--- src/logic/squeeze_settings.svh ---
`ifndef SQUEEZE_SETTINGS_SVH
`define SQUEEZE_SETTINGS_SVH

// Data width of pixels, kernel words and output words
`define SQ_WIDTH 16

// Parallel output channels, one MAC lane each
`define SQ_LANES 4

// Input channels and kernel side
`define SQ_CHIN 8
`define SQ_KDIM 1

// Taps per output pixel
`define SQ_TAPS (`SQ_KDIM * `SQ_KDIM * `SQ_CHIN)

// Output side, WOUT squared pixels per layer
`define SQ_WOUT 4

// Q-format fraction bits dropped at the output
`define SQ_FRAC 14

// Wishbone word address width
`define SQ_WB_AW 8

`endif

--- src/logic/squeeze_pkg.sv ---
package squeeze_pkg;

	//////////////////////////////////////////////////
	// Layer controller states
	//////////////////////////////////////////////////

	// Waiting for the first start
	// RUN accepts taps, DRAIN waits for the last result
	// DONE holds the layer-done flag until the next start
	typedef enum logic [1:0] {
		IDLE  = 2'd0,
		RUN   = 2'd1,
		DRAIN = 2'd2,
		DONE  = 2'd3
	} sq_state_e;

	//////////////////////////////////////////////////
	// Wishbone register map
	//////////////////////////////////////////////////

	// Decoded from the two top address bits
	// Lower address bits index words inside a region
	typedef enum logic [1:0] {
		// Bit 0 written high starts a layer
		REG_CTRL   = 2'd0,
		// Bit 0 busy, bit 1 done
		REG_STATUS = 2'd1,
		// One 32-bit signed bias per lane
		REG_BIAS   = 2'd2,
		// Index is tap times lanes plus lane
		REG_KERNEL = 2'd3
	} sq_reg_e;

endpackage

--- src/logic/tap_ctrl_if.sv ---
`timescale 1ns/100ps
`include "squeeze_settings.svh"

interface tap_ctrl_if;

	localparam int TAP_W = $clog2(`SQ_TAPS);

	// Tap accepted at this edge
	logic advance;
	// Consumer hold, freezes the datapath
	logic stall;

	// Describe the tap that will be accepted next
	logic [TAP_W-1:0] tap_idx;
	logic first_tap;
	logic last_tap;
	logic last_pixel;

	// Controller issues advance and stall
	modport ctrl (output advance, output stall, input last_tap, input last_pixel);

	// Counter follows advance and reports position
	modport counter (input advance, output tap_idx, output first_tap,
		output last_tap, output last_pixel);

	// Lanes and kernel storage only observe
	modport datapath (input advance, input stall, input tap_idx, input first_tap,
		input last_tap, input last_pixel);

endinterface

--- src/logic/bias_relu_quant.sv ---
`timescale 1ns/100ps
`include "squeeze_settings.svh"

module bias_relu_quant (
	input  logic                              clk,
	input  logic                              rst_n,
	input  logic signed [2*`SQ_WIDTH-1:0]     acc [`SQ_LANES],
	input  logic                              acc_valid,
	input  logic                              acc_last_pixel,
	input  logic signed [2*`SQ_WIDTH-1:0]     biases [`SQ_LANES],
	input  logic                              ofm_hold,
	output logic [`SQ_LANES*`SQ_WIDTH-1:0]    ofm,
	output logic                              ofm_valid,
	output logic                              out_fire_last
);

	logic signed [2*`SQ_WIDTH-1:0] sum [`SQ_LANES];
	logic [`SQ_LANES*`SQ_WIDTH-1:0] quant;
	logic ofm_last;

	// Bias, ReLU and Q-format truncation per lane
	always_comb begin
		for (int l = 0; l < `SQ_LANES; l++) begin
			sum[l] = acc[l] + biases[l];
			if (sum[l][2*`SQ_WIDTH-1]) begin
				// Negative clamps to zero
				quant[l*`SQ_WIDTH +: `SQ_WIDTH] = '0;
			end else begin
				quant[l*`SQ_WIDTH +: `SQ_WIDTH] =
					{1'b0, sum[l][`SQ_FRAC+`SQ_WIDTH-2:`SQ_FRAC]};
			end
		end
	end

	// Output register, held while the consumer stalls
	always_ff @(posedge clk) begin
		if (!rst_n) begin
			ofm <= '0;
			ofm_valid <= 1'b0;
			ofm_last <= 1'b0;
		end else if (!ofm_hold) begin
			ofm_valid <= acc_valid;
			if (acc_valid) begin
				ofm <= quant;
				ofm_last <= acc_last_pixel;
			end
		end
	end

	// Final pixel leaves the engine
	assign out_fire_last = ofm_valid && !ofm_hold && ofm_last;

endmodule

--- src/logic/mac_lane.sv ---
`timescale 1ns/100ps
`include "squeeze_settings.svh"

module mac_lane (
	input  logic                          clk,
	input  logic                          rst_n,
	input  logic signed [`SQ_WIDTH-1:0]   pix,
	input  logic signed [`SQ_WIDTH-1:0]   ker,
	tap_ctrl_if.datapath                  tap,
	output logic signed [2*`SQ_WIDTH-1:0] acc,
	output logic                          acc_valid,
	output logic                          acc_last_pixel
);

	logic signed [2*`SQ_WIDTH-1:0] prod;
	logic prod_valid;
	logic prod_first;
	logic prod_last;
	logic prod_last_pix;

	// Product stage, loaded on the accepting edge
	always_ff @(posedge clk) begin
		if (tap.advance) begin
			prod <= pix * ker;
		end
	end

	// Tags follow the product, frozen under hold
	always_ff @(posedge clk) begin
		if (!rst_n) begin
			prod_valid <= 1'b0;
			prod_first <= 1'b0;
			prod_last <= 1'b0;
			prod_last_pix <= 1'b0;
		end else if (!tap.stall) begin
			prod_valid <= tap.advance;
			prod_first <= tap.first_tap;
			prod_last <= tap.last_tap;
			prod_last_pix <= tap.last_pixel;
		end
	end

	// Accumulator restarts on a first tap
	always_ff @(posedge clk) begin
		if (!tap.stall && prod_valid) begin
			acc <= prod_first ? prod : acc + prod;
		end
	end

	// Pixel sum ready one cycle after its last tap
	always_ff @(posedge clk) begin
		if (!rst_n) begin
			acc_valid <= 1'b0;
			acc_last_pixel <= 1'b0;
		end else if (!tap.stall) begin
			acc_valid <= prod_valid && prod_last;
			acc_last_pixel <= prod_valid && prod_last && prod_last_pix;
		end
	end

endmodule

--- src/logic/squeeze_ctrl.sv ---
`timescale 1ns/100ps

module squeeze_ctrl import squeeze_pkg::*; (
	input  logic   clk,
	input  logic   rst_n,
	input  logic   start,
	input  logic   ifm_valid,
	input  logic   ofm_hold,
	input  logic   out_fire_last,
	tap_ctrl_if.ctrl tap,
	output logic   ifm_ready,
	output logic   busy,
	output logic   done
);

	sq_state_e state;

	//////////////////////////////////////////////////
	// Handshake combination
	//////////////////////////////////////////////////

	// Accept only while running and the consumer is not holding
	assign ifm_ready = (state == RUN) && !ofm_hold;

	// One tap per accepting edge
	assign tap.advance = ifm_valid && ifm_ready;

	// Hold freezes the whole pipeline
	assign tap.stall = ofm_hold;

	// Status flags
	assign busy = (state == RUN) || (state == DRAIN);
	assign done = (state == DONE);

	//////////////////////////////////////////////////
	// Layer FSM
	//////////////////////////////////////////////////

	always_ff @(posedge clk) begin
		if (!rst_n) begin
			state <= IDLE;
		end else begin
			case (state)
				IDLE, DONE: begin
					// Restart also clears done
					if (start) begin
						state <= RUN;
					end
				end
				RUN: begin
					// Last tap of the last pixel taken
					if (tap.advance && tap.last_tap && tap.last_pixel) begin
						state <= DRAIN;
					end
				end
				DRAIN: begin
					// Wait for the tagged result to be consumed
					if (out_fire_last) begin
						state <= DONE;
					end
				end
				default: state <= IDLE;
			endcase
		end
	end

endmodule

--- src/logic/squeeze_layer.sv ---
`timescale 1ns/100ps
`include "squeeze_settings.svh"

module squeeze_layer (
	input  logic                           clk,
	input  logic                           rst_n,
	input  logic                           wb_cyc,
	input  logic                           wb_stb,
	input  logic                           wb_we,
	input  logic [`SQ_WB_AW-1:0]           wb_adr,
	input  logic [31:0]                    wb_dat_w,
	output logic [31:0]                    wb_dat_r,
	output logic                           wb_ack,
	input  logic [`SQ_WIDTH-1:0]           ifm,
	input  logic                           ifm_valid,
	output logic                           ifm_ready,
	output logic [`SQ_LANES*`SQ_WIDTH-1:0] ofm,
	output logic                           ofm_valid,
	input  logic                           ofm_hold,
	output logic                           layer_done
);

	logic start;
	logic busy;
	logic out_fire_last;

	logic signed [`SQ_WIDTH-1:0] kernels [`SQ_LANES];
	logic signed [2*`SQ_WIDTH-1:0] biases [`SQ_LANES];
	logic signed [2*`SQ_WIDTH-1:0] lane_acc [`SQ_LANES];
	logic [`SQ_LANES-1:0] lane_valid;
	logic [`SQ_LANES-1:0] lane_last;

	// Tap advance, stall and position
	tap_ctrl_if tap_bus ();

	//////////////////////////////////////////////////
	// Host registers and control
	//////////////////////////////////////////////////

	squeeze_wb_regs regs_inst (
		.clk(clk), .rst_n(rst_n),
		.wb_cyc(wb_cyc), .wb_stb(wb_stb), .wb_we(wb_we),
		.wb_adr(wb_adr), .wb_dat_w(wb_dat_w),
		.busy(busy), .done(layer_done), .tap(tap_bus.datapath),
		.wb_dat_r(wb_dat_r), .wb_ack(wb_ack), .start(start),
		.kernels(kernels), .biases(biases)
	);

	squeeze_ctrl ctrl_inst (
		.clk(clk), .rst_n(rst_n), .start(start),
		.ifm_valid(ifm_valid), .ofm_hold(ofm_hold),
		.out_fire_last(out_fire_last), .tap(tap_bus.ctrl),
		.ifm_ready(ifm_ready), .busy(busy), .done(layer_done)
	);

	tap_counter counter_inst (
		.clk(clk), .rst_n(rst_n), .start(start), .tap(tap_bus.counter)
	);

	//////////////////////////////////////////////////
	// MAC lanes and output stage
	//////////////////////////////////////////////////

	// Every lane sees the same pixel
	for (genvar i = 0; i < `SQ_LANES; i++) begin : lane_gen
		mac_lane lane_inst (
			.clk(clk), .rst_n(rst_n), .pix(ifm), .ker(kernels[i]),
			.tap(tap_bus.datapath), .acc(lane_acc[i]),
			.acc_valid(lane_valid[i]), .acc_last_pixel(lane_last[i])
		);
	end

	// Lanes run in lockstep, tags agree
	bias_relu_quant quant_inst (
		.clk(clk), .rst_n(rst_n), .acc(lane_acc),
		.acc_valid(&lane_valid), .acc_last_pixel(&lane_last),
		.biases(biases), .ofm_hold(ofm_hold),
		.ofm(ofm), .ofm_valid(ofm_valid), .out_fire_last(out_fire_last)
	);

endmodule

--- src/logic/squeeze_wb_regs.sv ---
`timescale 1ns/100ps
`include "squeeze_settings.svh"

module squeeze_wb_regs import squeeze_pkg::*; (
	input  logic                              clk,
	input  logic                              rst_n,
	input  logic                              wb_cyc,
	input  logic                              wb_stb,
	input  logic                              wb_we,
	input  logic [`SQ_WB_AW-1:0]              wb_adr,
	input  logic [31:0]                       wb_dat_w,
	input  logic                              busy,
	input  logic                              done,
	tap_ctrl_if.datapath                      tap,
	output logic [31:0]                       wb_dat_r,
	output logic                              wb_ack,
	output logic                              start,
	output logic signed [`SQ_WIDTH-1:0]       kernels [`SQ_LANES],
	output logic signed [2*`SQ_WIDTH-1:0]     biases [`SQ_LANES]
);

	localparam int KER_WORDS = `SQ_TAPS * `SQ_LANES;
	localparam int KER_AW = $clog2(KER_WORDS);
	localparam int LANE_AW = $clog2(`SQ_LANES);

	// Kernel words, tap major
	logic signed [`SQ_WIDTH-1:0] kernel_mem [KER_WORDS];

	sq_reg_e reg_sel;
	logic [`SQ_WB_AW-3:0] word_idx;
	logic req_new;
	logic wr_en;
	logic [31:0] rd_data;

	//////////////////////////////////////////////////
	// Address decode and handshake
	//////////////////////////////////////////////////

	assign reg_sel = sq_reg_e'(wb_adr[`SQ_WB_AW-1 -: 2]);
	assign word_idx = wb_adr[`SQ_WB_AW-3:0];

	// New request, not the cycle already acked
	assign req_new = wb_cyc && wb_stb && !wb_ack;
	assign wr_en = req_new && wb_we;

	// Start only from an idle engine
	assign start = wr_en && (reg_sel == REG_CTRL) && wb_dat_w[0] && !busy;

	// Single-cycle ack one clock after the request
	always_ff @(posedge clk) begin
		if (!rst_n) begin
			wb_ack <= 1'b0;
		end else begin
			wb_ack <= req_new;
		end
	end

	//////////////////////////////////////////////////
	// Kernel and bias storage
	//////////////////////////////////////////////////

	// Frozen while a layer runs
	always_ff @(posedge clk) begin
		if (wr_en && !busy) begin
			if (reg_sel == REG_KERNEL && word_idx < KER_WORDS) begin
				kernel_mem[word_idx[KER_AW-1:0]] <= wb_dat_w[`SQ_WIDTH-1:0];
			end
			if (reg_sel == REG_BIAS && word_idx < `SQ_LANES) begin
				biases[word_idx[LANE_AW-1:0]] <= wb_dat_w;
			end
		end
	end

	// Kernel word of the next tap for every lane
	always_comb begin
		for (int l = 0; l < `SQ_LANES; l++) begin
			kernels[l] = kernel_mem[KER_AW'(tap.tap_idx * `SQ_LANES + l)];
		end
	end

	//////////////////////////////////////////////////
	// Read path
	//////////////////////////////////////////////////

	always_comb begin
		rd_data = '0;
		case (reg_sel)
			REG_STATUS: rd_data = {30'b0, done, busy};
			REG_BIAS: begin
				if (word_idx < `SQ_LANES) begin
					rd_data = biases[word_idx[LANE_AW-1:0]];
				end
			end
			REG_KERNEL: begin
				// Sign extended to the bus width
				if (word_idx < KER_WORDS) begin
					rd_data = 32'(kernel_mem[word_idx[KER_AW-1:0]]);
				end
			end
			default: rd_data = '0;
		endcase
	end

	// Read data lands with ack
	always_ff @(posedge clk) begin
		if (req_new && !wb_we) begin
			wb_dat_r <= rd_data;
		end
	end

endmodule

--- src/logic/tap_counter.sv ---
`timescale 1ns/100ps
`include "squeeze_settings.svh"

module tap_counter (
	input  logic        clk,
	input  logic        rst_n,
	input  logic        start,
	tap_ctrl_if.counter tap
);

	localparam int PIXELS = `SQ_WOUT * `SQ_WOUT;
	localparam int TAP_W = $clog2(`SQ_TAPS);
	localparam int PIX_W = $clog2(PIXELS);

	localparam logic [TAP_W-1:0] TAP_LAST = TAP_W'(`SQ_TAPS - 1);
	localparam logic [PIX_W-1:0] PIX_LAST = PIX_W'(PIXELS - 1);

	logic [TAP_W-1:0] tap_cnt;
	logic [PIX_W-1:0] pix_cnt;

	//////////////////////////////////////////////////
	// Tap and pixel counters
	//////////////////////////////////////////////////

	always_ff @(posedge clk) begin
		if (!rst_n) begin
			tap_cnt <= '0;
			pix_cnt <= '0;
		end else if (start) begin
			// Fresh layer
			tap_cnt <= '0;
			pix_cnt <= '0;
		end else if (tap.advance) begin
			if (tap_cnt == TAP_LAST) begin
				// Pixel complete, wrap taps
				tap_cnt <= '0;
				if (pix_cnt == PIX_LAST) begin
					pix_cnt <= '0;
				end else begin
					pix_cnt <= pix_cnt + 1'b1;
				end
			end else begin
				tap_cnt <= tap_cnt + 1'b1;
			end
		end
	end

	// Position of the next tap to be accepted
	assign tap.tap_idx = tap_cnt;
	assign tap.first_tap = (tap_cnt == '0);
	assign tap.last_tap = (tap_cnt == TAP_LAST);
	assign tap.last_pixel = (pix_cnt == PIX_LAST);

endmodule

--- config.mk ---
export PLATFORM = sky130hd
export DESIGN_NAME = squeeze_layer
export DESIGN_NICKNAME = d
export VERILOG_FILES = /design/src/logic/squeeze_pkg.sv /design/src/logic/tap_ctrl_if.sv /design/src/logic/bias_relu_quant.sv /design/src/logic/mac_lane.sv /design/src/logic/squeeze_ctrl.sv /design/src/logic/squeeze_layer.sv /design/src/logic/squeeze_wb_regs.sv /design/src/logic/tap_counter.sv
export VERILOG_INCLUDE_DIRS = /design/src /design/src/logic
export SDC_FILE = /design/constraint.sdc
export NUM_CORES = 2
export LEC_CHECK = 0
export ABC_AREA = 1
export BUFFER_PORTS_ARGS = -buffer_cell sky130_fd_sc_hd__buf_2
export CAP_MARGIN = 10
export CORE_AREA = 2 2 430 432
export DETAILED_ROUTE_END_ITERATION = 10
export DIE_AREA = 0 0 432 434
export PLACE_DENSITY = 0.72
export SLEW_MARGIN = 20
export SYNTH_ARGS = -nofsm -noshare
export SYNTH_HDL_FRONTEND = slang
export SYNTH_SLANG_ARGS = --single-unit
--- constraint.sdc ---
create_clock -name clk -period 11.5 [get_ports clk]
set_input_delay 3.45 -clock clk [delete_from_list [all_inputs] [get_ports clk]]
set_output_delay 3.45 -clock clk [all_outputs]
set_load 0.02 [all_outputs]
# Word-level counts from Yosys, hierarchy flattened
# Memories as Yosys holds them, arrays and structs flattened. A register that Yosys moved wholly into a read port is not among the register bits.
# Cells that the tools add are included.
totals:
  regBits: 498
  mem_bits_rw: 512
  inputBits: 63
  out_inout_bits: 100
  word_cells: 124
  mem_count: 1
memory_table:
  columns: ["memory", "depth", "width", "read_ports", "rd_clocked_by_memory_dff", "wr", "line", "source"]
  rows:
  - ["regs_inst.kernel_mem", 32, 16, 5, 1, 1, "squeeze_wb_regs.sv:27", "logic signed [`SQ_WIDTH-1:0] kernel_mem [KER_WORDS];"]
classes:
  addsub: 13
  n_mul: 4
  n_lt_le_gt_ge: 4
  eq_ne: 11
  muxes: 28
  bitwise: 3
  reduce_logical: 34
op_table:
  columns: ["cell", "n"]
  rows:
  - ["two-way mux 32 bit", 9]
  - ["adder 32 bit", 8]
  - ["bitwise mux 128 bit", 1]
  - ["multiplier 16 x 16 -> 32 bit", 4]
  - ["case mux 32 bit (3 select lines)", 1]
  - ["binary-select mux 32 bit (select 2 bit)", 1]
  - ["demux 32 bit (select 2 bit)", 1]
  - ["two-way mux 15 bit", 4]
  - ["logical AND 1 bit", 20]
  - ["adder 5 x 2 -> 5 bit, second input constant", 2]
  - ["two-way mux 5 bit", 2]
  - ["equality test 2 bit, second input constant", 4]
  - ["< comparator 6 x 3 -> 1 bit, second input constant", 1]
  - ["< comparator 6 bit, second input constant", 1]
  - ["two-way mux 2 bit", 3]
  - ["case mux 2 bit (3 select lines)", 1]
  - ["AND reduction 2 bit", 3]
  - ["adder 5 x 1 -> 5 bit, second input constant", 1]
  - ["adder 4 x 1 -> 4 bit, second input constant", 1]
  - ["equality test 2 x 1 -> 1 bit, second input constant", 2]
  - ["equality test 4 bit, second input constant", 1]
  - ["logical NOT 1 bit", 4]
  - ["logical NOT 2 bit", 2]
  - ["two-way mux 4 bit", 1]
  - ["14 further kinds", 19]

# Depth between registers and ports, before layout
logic_depth:
  ltp_word: 8
  mapped_depth: 32
  depth_no_buf: 29

# Modules after synthesis
# From an unflattened synthesis, not the netlist that was laid out.
hier_totals:
  cells_unflattened: 13847
  area_unflattened_um2: 105585.0
by_module_without_submodules:
  columns: ["module", "instances", "cells_per_inst", "area_per_inst_um2", "seq_area_each_um2"]
  rows:
  - ["squeeze_wb_regs", 1, 3344, 31620.3, 20199.4]
  - ["mac_lane at lane_gen[2].lane_inst", 1, 2074, 15588.7, 2042.0]
  - ["mac_lane at lane_gen[0].lane_inst", 1, 2087, 15571.2, 2042.0]
  - ["mac_lane at lane_gen[1].lane_inst", 1, 2073, 15554.9, 2042.0]
  - ["mac_lane at lane_gen[3].lane_inst", 1, 2073, 15553.7, 2042.0]
  - ["bias_relu_quant", 1, 2106, 11059.4, 1241.2]
  - ["tap_counter", 1, 54, 415.4, 140.1]
  - ["squeeze_ctrl", 1, 30, 198.9, 40.0]
  - ["squeeze_layer", 1, 6, 22.5, 0.0]

# Least setup slack after synthesis
# Ideal clock, no wire load.
synth_path:
  path_type: "input-to-reg"
  from: "input ofm_hold"
  to: "register lane_gen[0].lane_inst.acc[0], enable pin"
  setup_time_ns: 0.624
  arrival_ns: 9.001
  slack_ns: 1.875
  path_stages: 2
  path_buffers: 1
  cell_sequence: "buf_2 > nor2_1"
synth_via:
  elab_chain_len: 2
synth_lines:
  columns: ["item", "line", "source"]
  rows:
  - ["start: declaration", "squeeze_layer.sv:19", "input logic ofm_hold,"]
  - ["logical NOT 1 bit", null, null]
  - ["logical AND 1 bit", null, null]
  - ["end signal: assignment", "mac_lane.sv:46", "acc <= prod_first ? prod : acc + prod;"]
  - ["end: declaration", "mac_lane.sv:10", "output logic signed [2*`SQ_WIDTH-1:0] acc,"]
# No other way between the ends.
# A chain may end at the register's enable or synchronous reset.

# Worst setup path after layout
layout_path:
  from: "input ifm[15]"
  to: "register lane_gen[3].lane_inst.prod[23] (data pin)"
layout_via:
  elab_chain_len: 1
layout_lines:
  columns: ["item", "line", "source"]
  rows:
  - ["start: declaration", "squeeze_layer.sv:14", "input logic [`SQ_WIDTH-1:0] ifm,"]
  - ["multiplier 16 x 16 -> 32 bit", "mac_lane.sv:24", "prod <= pix * ker;"]
  - ["end signal: assignment", "mac_lane.sv:24", null]
  - ["end: declaration", "mac_lane.sv:15", "logic signed [2*`SQ_WIDTH-1:0] prod;"]
# No other way between the ends.

==> summary.txt <==
STA
  – FMAX: 106 MHz
  – Skew final: 0.135 ns
  – Final hold vios: 0
  – Max-slew violations: 0
  – # setup viols final: 0
  – Ratio of final minimum period to clock period: 81.9%
  – Final Critical Period: 9.42 ns
  – RSZ-0062 raised after global routing: false
  – Headroom to the max-slew limit: 18.4%
  – Slew @ Worst Pin: 1.22 ns
  – Fin Setup TNS: 0 ns

Critical path
  – Critical Path Fanout Max: 31
  – R2R cell count: 26
  – Crit. End Element: flip-flop
  – Critical path class: primary input to flip-flop
  – Reg2reg end: lane_gen[2].lane_inst.prod[23]$_DFFE_PP_
  – Crit path cell chain: buf_2 -> inv_2 -> nor2_1 -> fa_1 -> fa_1 -> fa_1 -> fa_1 -> fa_1 -> inv_1 -> fa_1 -> inv_1 -> ha_1 -> nand2_1 -> nor3_1 -> nand4_1 -> nand3_1 -> xor2_1
  – Sum of buffers and inverters on the critical path: 4
  – Cell family with most CP delay: adder cells
  – CP Depth: 17
  – Critical Path Sink: lane_gen[3].lane_inst.prod[23]$_DFFE_PP_
  – Startpoint type of the worst setup path: primary input
  – Beginning of the worst register-to-register path: counter_inst.tap.tap_idx[1]$_SDFFE_PP0P_
  – Crit path arrival time: 9.94 ns
  – CP peak stage delay: 0.89 ns
  – Most frequent CP cell: fa_1
  – Worst path required time: 12.02 ns
  – Worst path slowest cell: fa_1
  – Crit path from: ifm[15]
  – Reg2reg setup slack: 2.22 ns

Die
  – Die Area: 187000 sq um
  – Core box area: 182000 sq um
  – Io pins: 163
  – Initial Utilization: 52.9%
  – Die width: 432 um
  – Die Y: 434 um
  – Row count: 157

Yosys
  – Synth top cells by count: nand2_1 (2337), inv_1 (1961), nor2_1 (1220)
  – Post-Syn Instances: 11300
  – Synth unique cells: 51
  – Synthesized area: 96600 sq um
  – Ys Warns: 0
  – Main synth FF type: edfxtp_1
  – Area leader, netlist: edfxtp_1
  – Top post-synthesis cells by area: edfxtp_1 (29%), fa_1 (22%), nand2_1 (9.1%)
  – Post-synthesis async set-or-reset flop share: 0%
  – Post-synth EDFFs: 928
  – Syn Area/Cell: 8.56 sq um
  – Yosys top cell area share: 28.9%
  – Most frequent cell after synthesis: nand2_1
  – Synth Register Bits: 1009
  – Sequential element share of the synthesized area: 30.5%

Clocking
  – CTS max path bufs: 3
  – CTS Buf Count: 113
  – CTS tree: built
  – H-tree levels: 3
  – CTS clock-pin slew for the worst setup and hold paths: 0.06 ns
  – Resize count post-CTS: 0
  – Hold_buf cts: 0
  – Clock Latency Late Sink: 0.84 ns
  – Post-CTS Setup Inserts: 0
  – CTS Root Cell: clkbuf_16
  – Clock Sinks: 1009

Routing
  – Initial DRC Count: 10400
  – Average vias per placed instance: 5.97
  – Drt first pass iters: 9
  – DR WL/cell: 25.4 um
  – DR vias: 82300
  – Drt total wl: 349 mm
  – Routed Antenna Nets: 0
  – Drc violations: 0

Global routing
  – Vias in the first global route: 80700
  – Largest net degree at the start of global routing: 159
  – Gr usage total: 37.1%
  – Initial antenna violation count: 17
  – Grt ovf: 0
  – First-pass GRT wire length: 513 mm

Status
  – Status: finished, final reports clean

Layout
  – Fill count: 16500
  – Area Overhead vs Synth: 7.21%
  – Layout cells sized above 1: 5.48%
  – Nets: 13000
  – Post-Layout Cell Count: 13800

Placed design
  – GP Congestion: 1.00
  – I/O Buffers: 158
  – DP Cell Count: 13500
  – HPWL after DPL: 265 mm

Min path
  – Hold Path Origin: lane_gen[3].lane_inst.acc_last_pixel$_SDFFE_PN0N_
  – Hold/Removal Path Class: flip-flop to flip-flop

Job
  – Max_cap viols: 0
-- cells in the final DEF, fill, tap and decap left out, types with 26 or more instances in the layout --
master,count
dfxtp_1,76
or2_2,87
a21boi_0,26
a22oi_1,252
ha_1,580
nand2_1,2336
xor2_1,89
inv_1,1953
o21bai_1,61
buf_4,96
nor2_1,1184
edfxtp_1,928
nor2_4,29
buf_2,158
o221ai_1,124
o21ai_0,506
nor3_1,70
fa_1,1052
a21o_1,59
a21oi_1,637
nand3_1,465
xnor2_1,73
clkbuf_16,113
nand4_1,102
clkinv_1,31
-- cells by family (layout without fill, tap and decap cells) --
group | after synthesis | count (layout) | share of synthesized area (%)
other cells | 1 | 15 | 0.00388
compound gates | 1742 | 1742 | 10.7
xor+xnor | 162 | 162 | 1.47
simple gates | 4360 | 4360 | 18.4
fa+ha+maj | 1632 | 1632 | 29.3
buf+inv | 2382 | 2466 | 9.54
flops | 1009 | 1009 | 30.5
-- per-stage QoR --
step                      area, sq um  hold slack [ns]  util, %  setup slack [ns]
after global placement          99700            0.452     54.7              1.29
after floorplan                 96600            0.441        -              1.87
after detailed placement        99700            0.452     54.7              1.47
final                          104000            0.461     56.7              2.08
after CTS                      103000            0.456     56.7              2.26
after global routing           104000            0.472     56.7              1.84
-- cell type report --
type / instances / area [sq um] / share of cell area [%]
Multi-Input combinational cell: 7900 / 58100 / 56.1
Sequential cell: 1009 / 29500 / 28.5
Inverter: 1990 / 7480 / 7.23
Tap cell: 2385 / 2980 / 2.88
Clock buffer: 137 / 2930 / 2.83
Timing Repair Buffer: 262 / 1670 / 1.61
Clock inverter: 77 / 811 / 0.783
Antenna cell: 11 / 27.5 / 0.0266
-- registers in the layout, indices dropped and copies added, names as in the netlist, 2 cells and up, named ones only --
signal                    cells
counter_inst.pix_cnt          4
regs_inst.kernel_mem        512
regs_inst.biases            128
lane_gen.lane_inst.acc      128
regs_inst.wb_dat_r           32
counter_inst.tap.tap_idx      3
ctrl_inst.state               2
lane_gen.lane_inst.prod     128
quant_inst.ofm               60
-- worst min-delay path by stage --
| stage | endpoint | cells after the start |
|---|---|---|
| final | lane_gen[3].lane_inst.acc_last_pixel$_SDFFE_PN0N_ | 2 |
| after global routing | lane_gen[1].lane_inst.acc[0]$_DFFE_PP_ | 2 |
| after CTS | lane_gen[1].lane_inst.acc[0]$_DFFE_PP_ | 2 |
| after detailed placement | lane_gen[3].lane_inst.acc_last_pixel$_SDFFE_PN0N_ | 2 |
| after global placement | quant_inst.ofm[61]$_SDFFE_PN0P_ | 2 |
| after floorplan | lane_gen[3].lane_inst.acc_last_pixel$_SDFFE_PN0N_ | 2 |
-- worst min-delay path, delay by kind of cell, from the launching register on --
kind,cells,cell delay [ns]
and+or+nand+nor,1,0.06
AOI/OAI and AO/OA,1,0.05
DFF,1,0.31
-- routing by layer --
layer / share of wire, % / routed length (um) / GRT usage, %
met1: 39 / 137000 / 50.2
met2: 42 / 147000 / 54.7
met4: 6.3 / 21800 / 19.6
met3: 12 / 42700 / 9.56
met5: 0.012 / 42 / 0
Power is not shown: default switching activity piles up to over one toggle a cycle in this logic, so the estimate is an artifact.
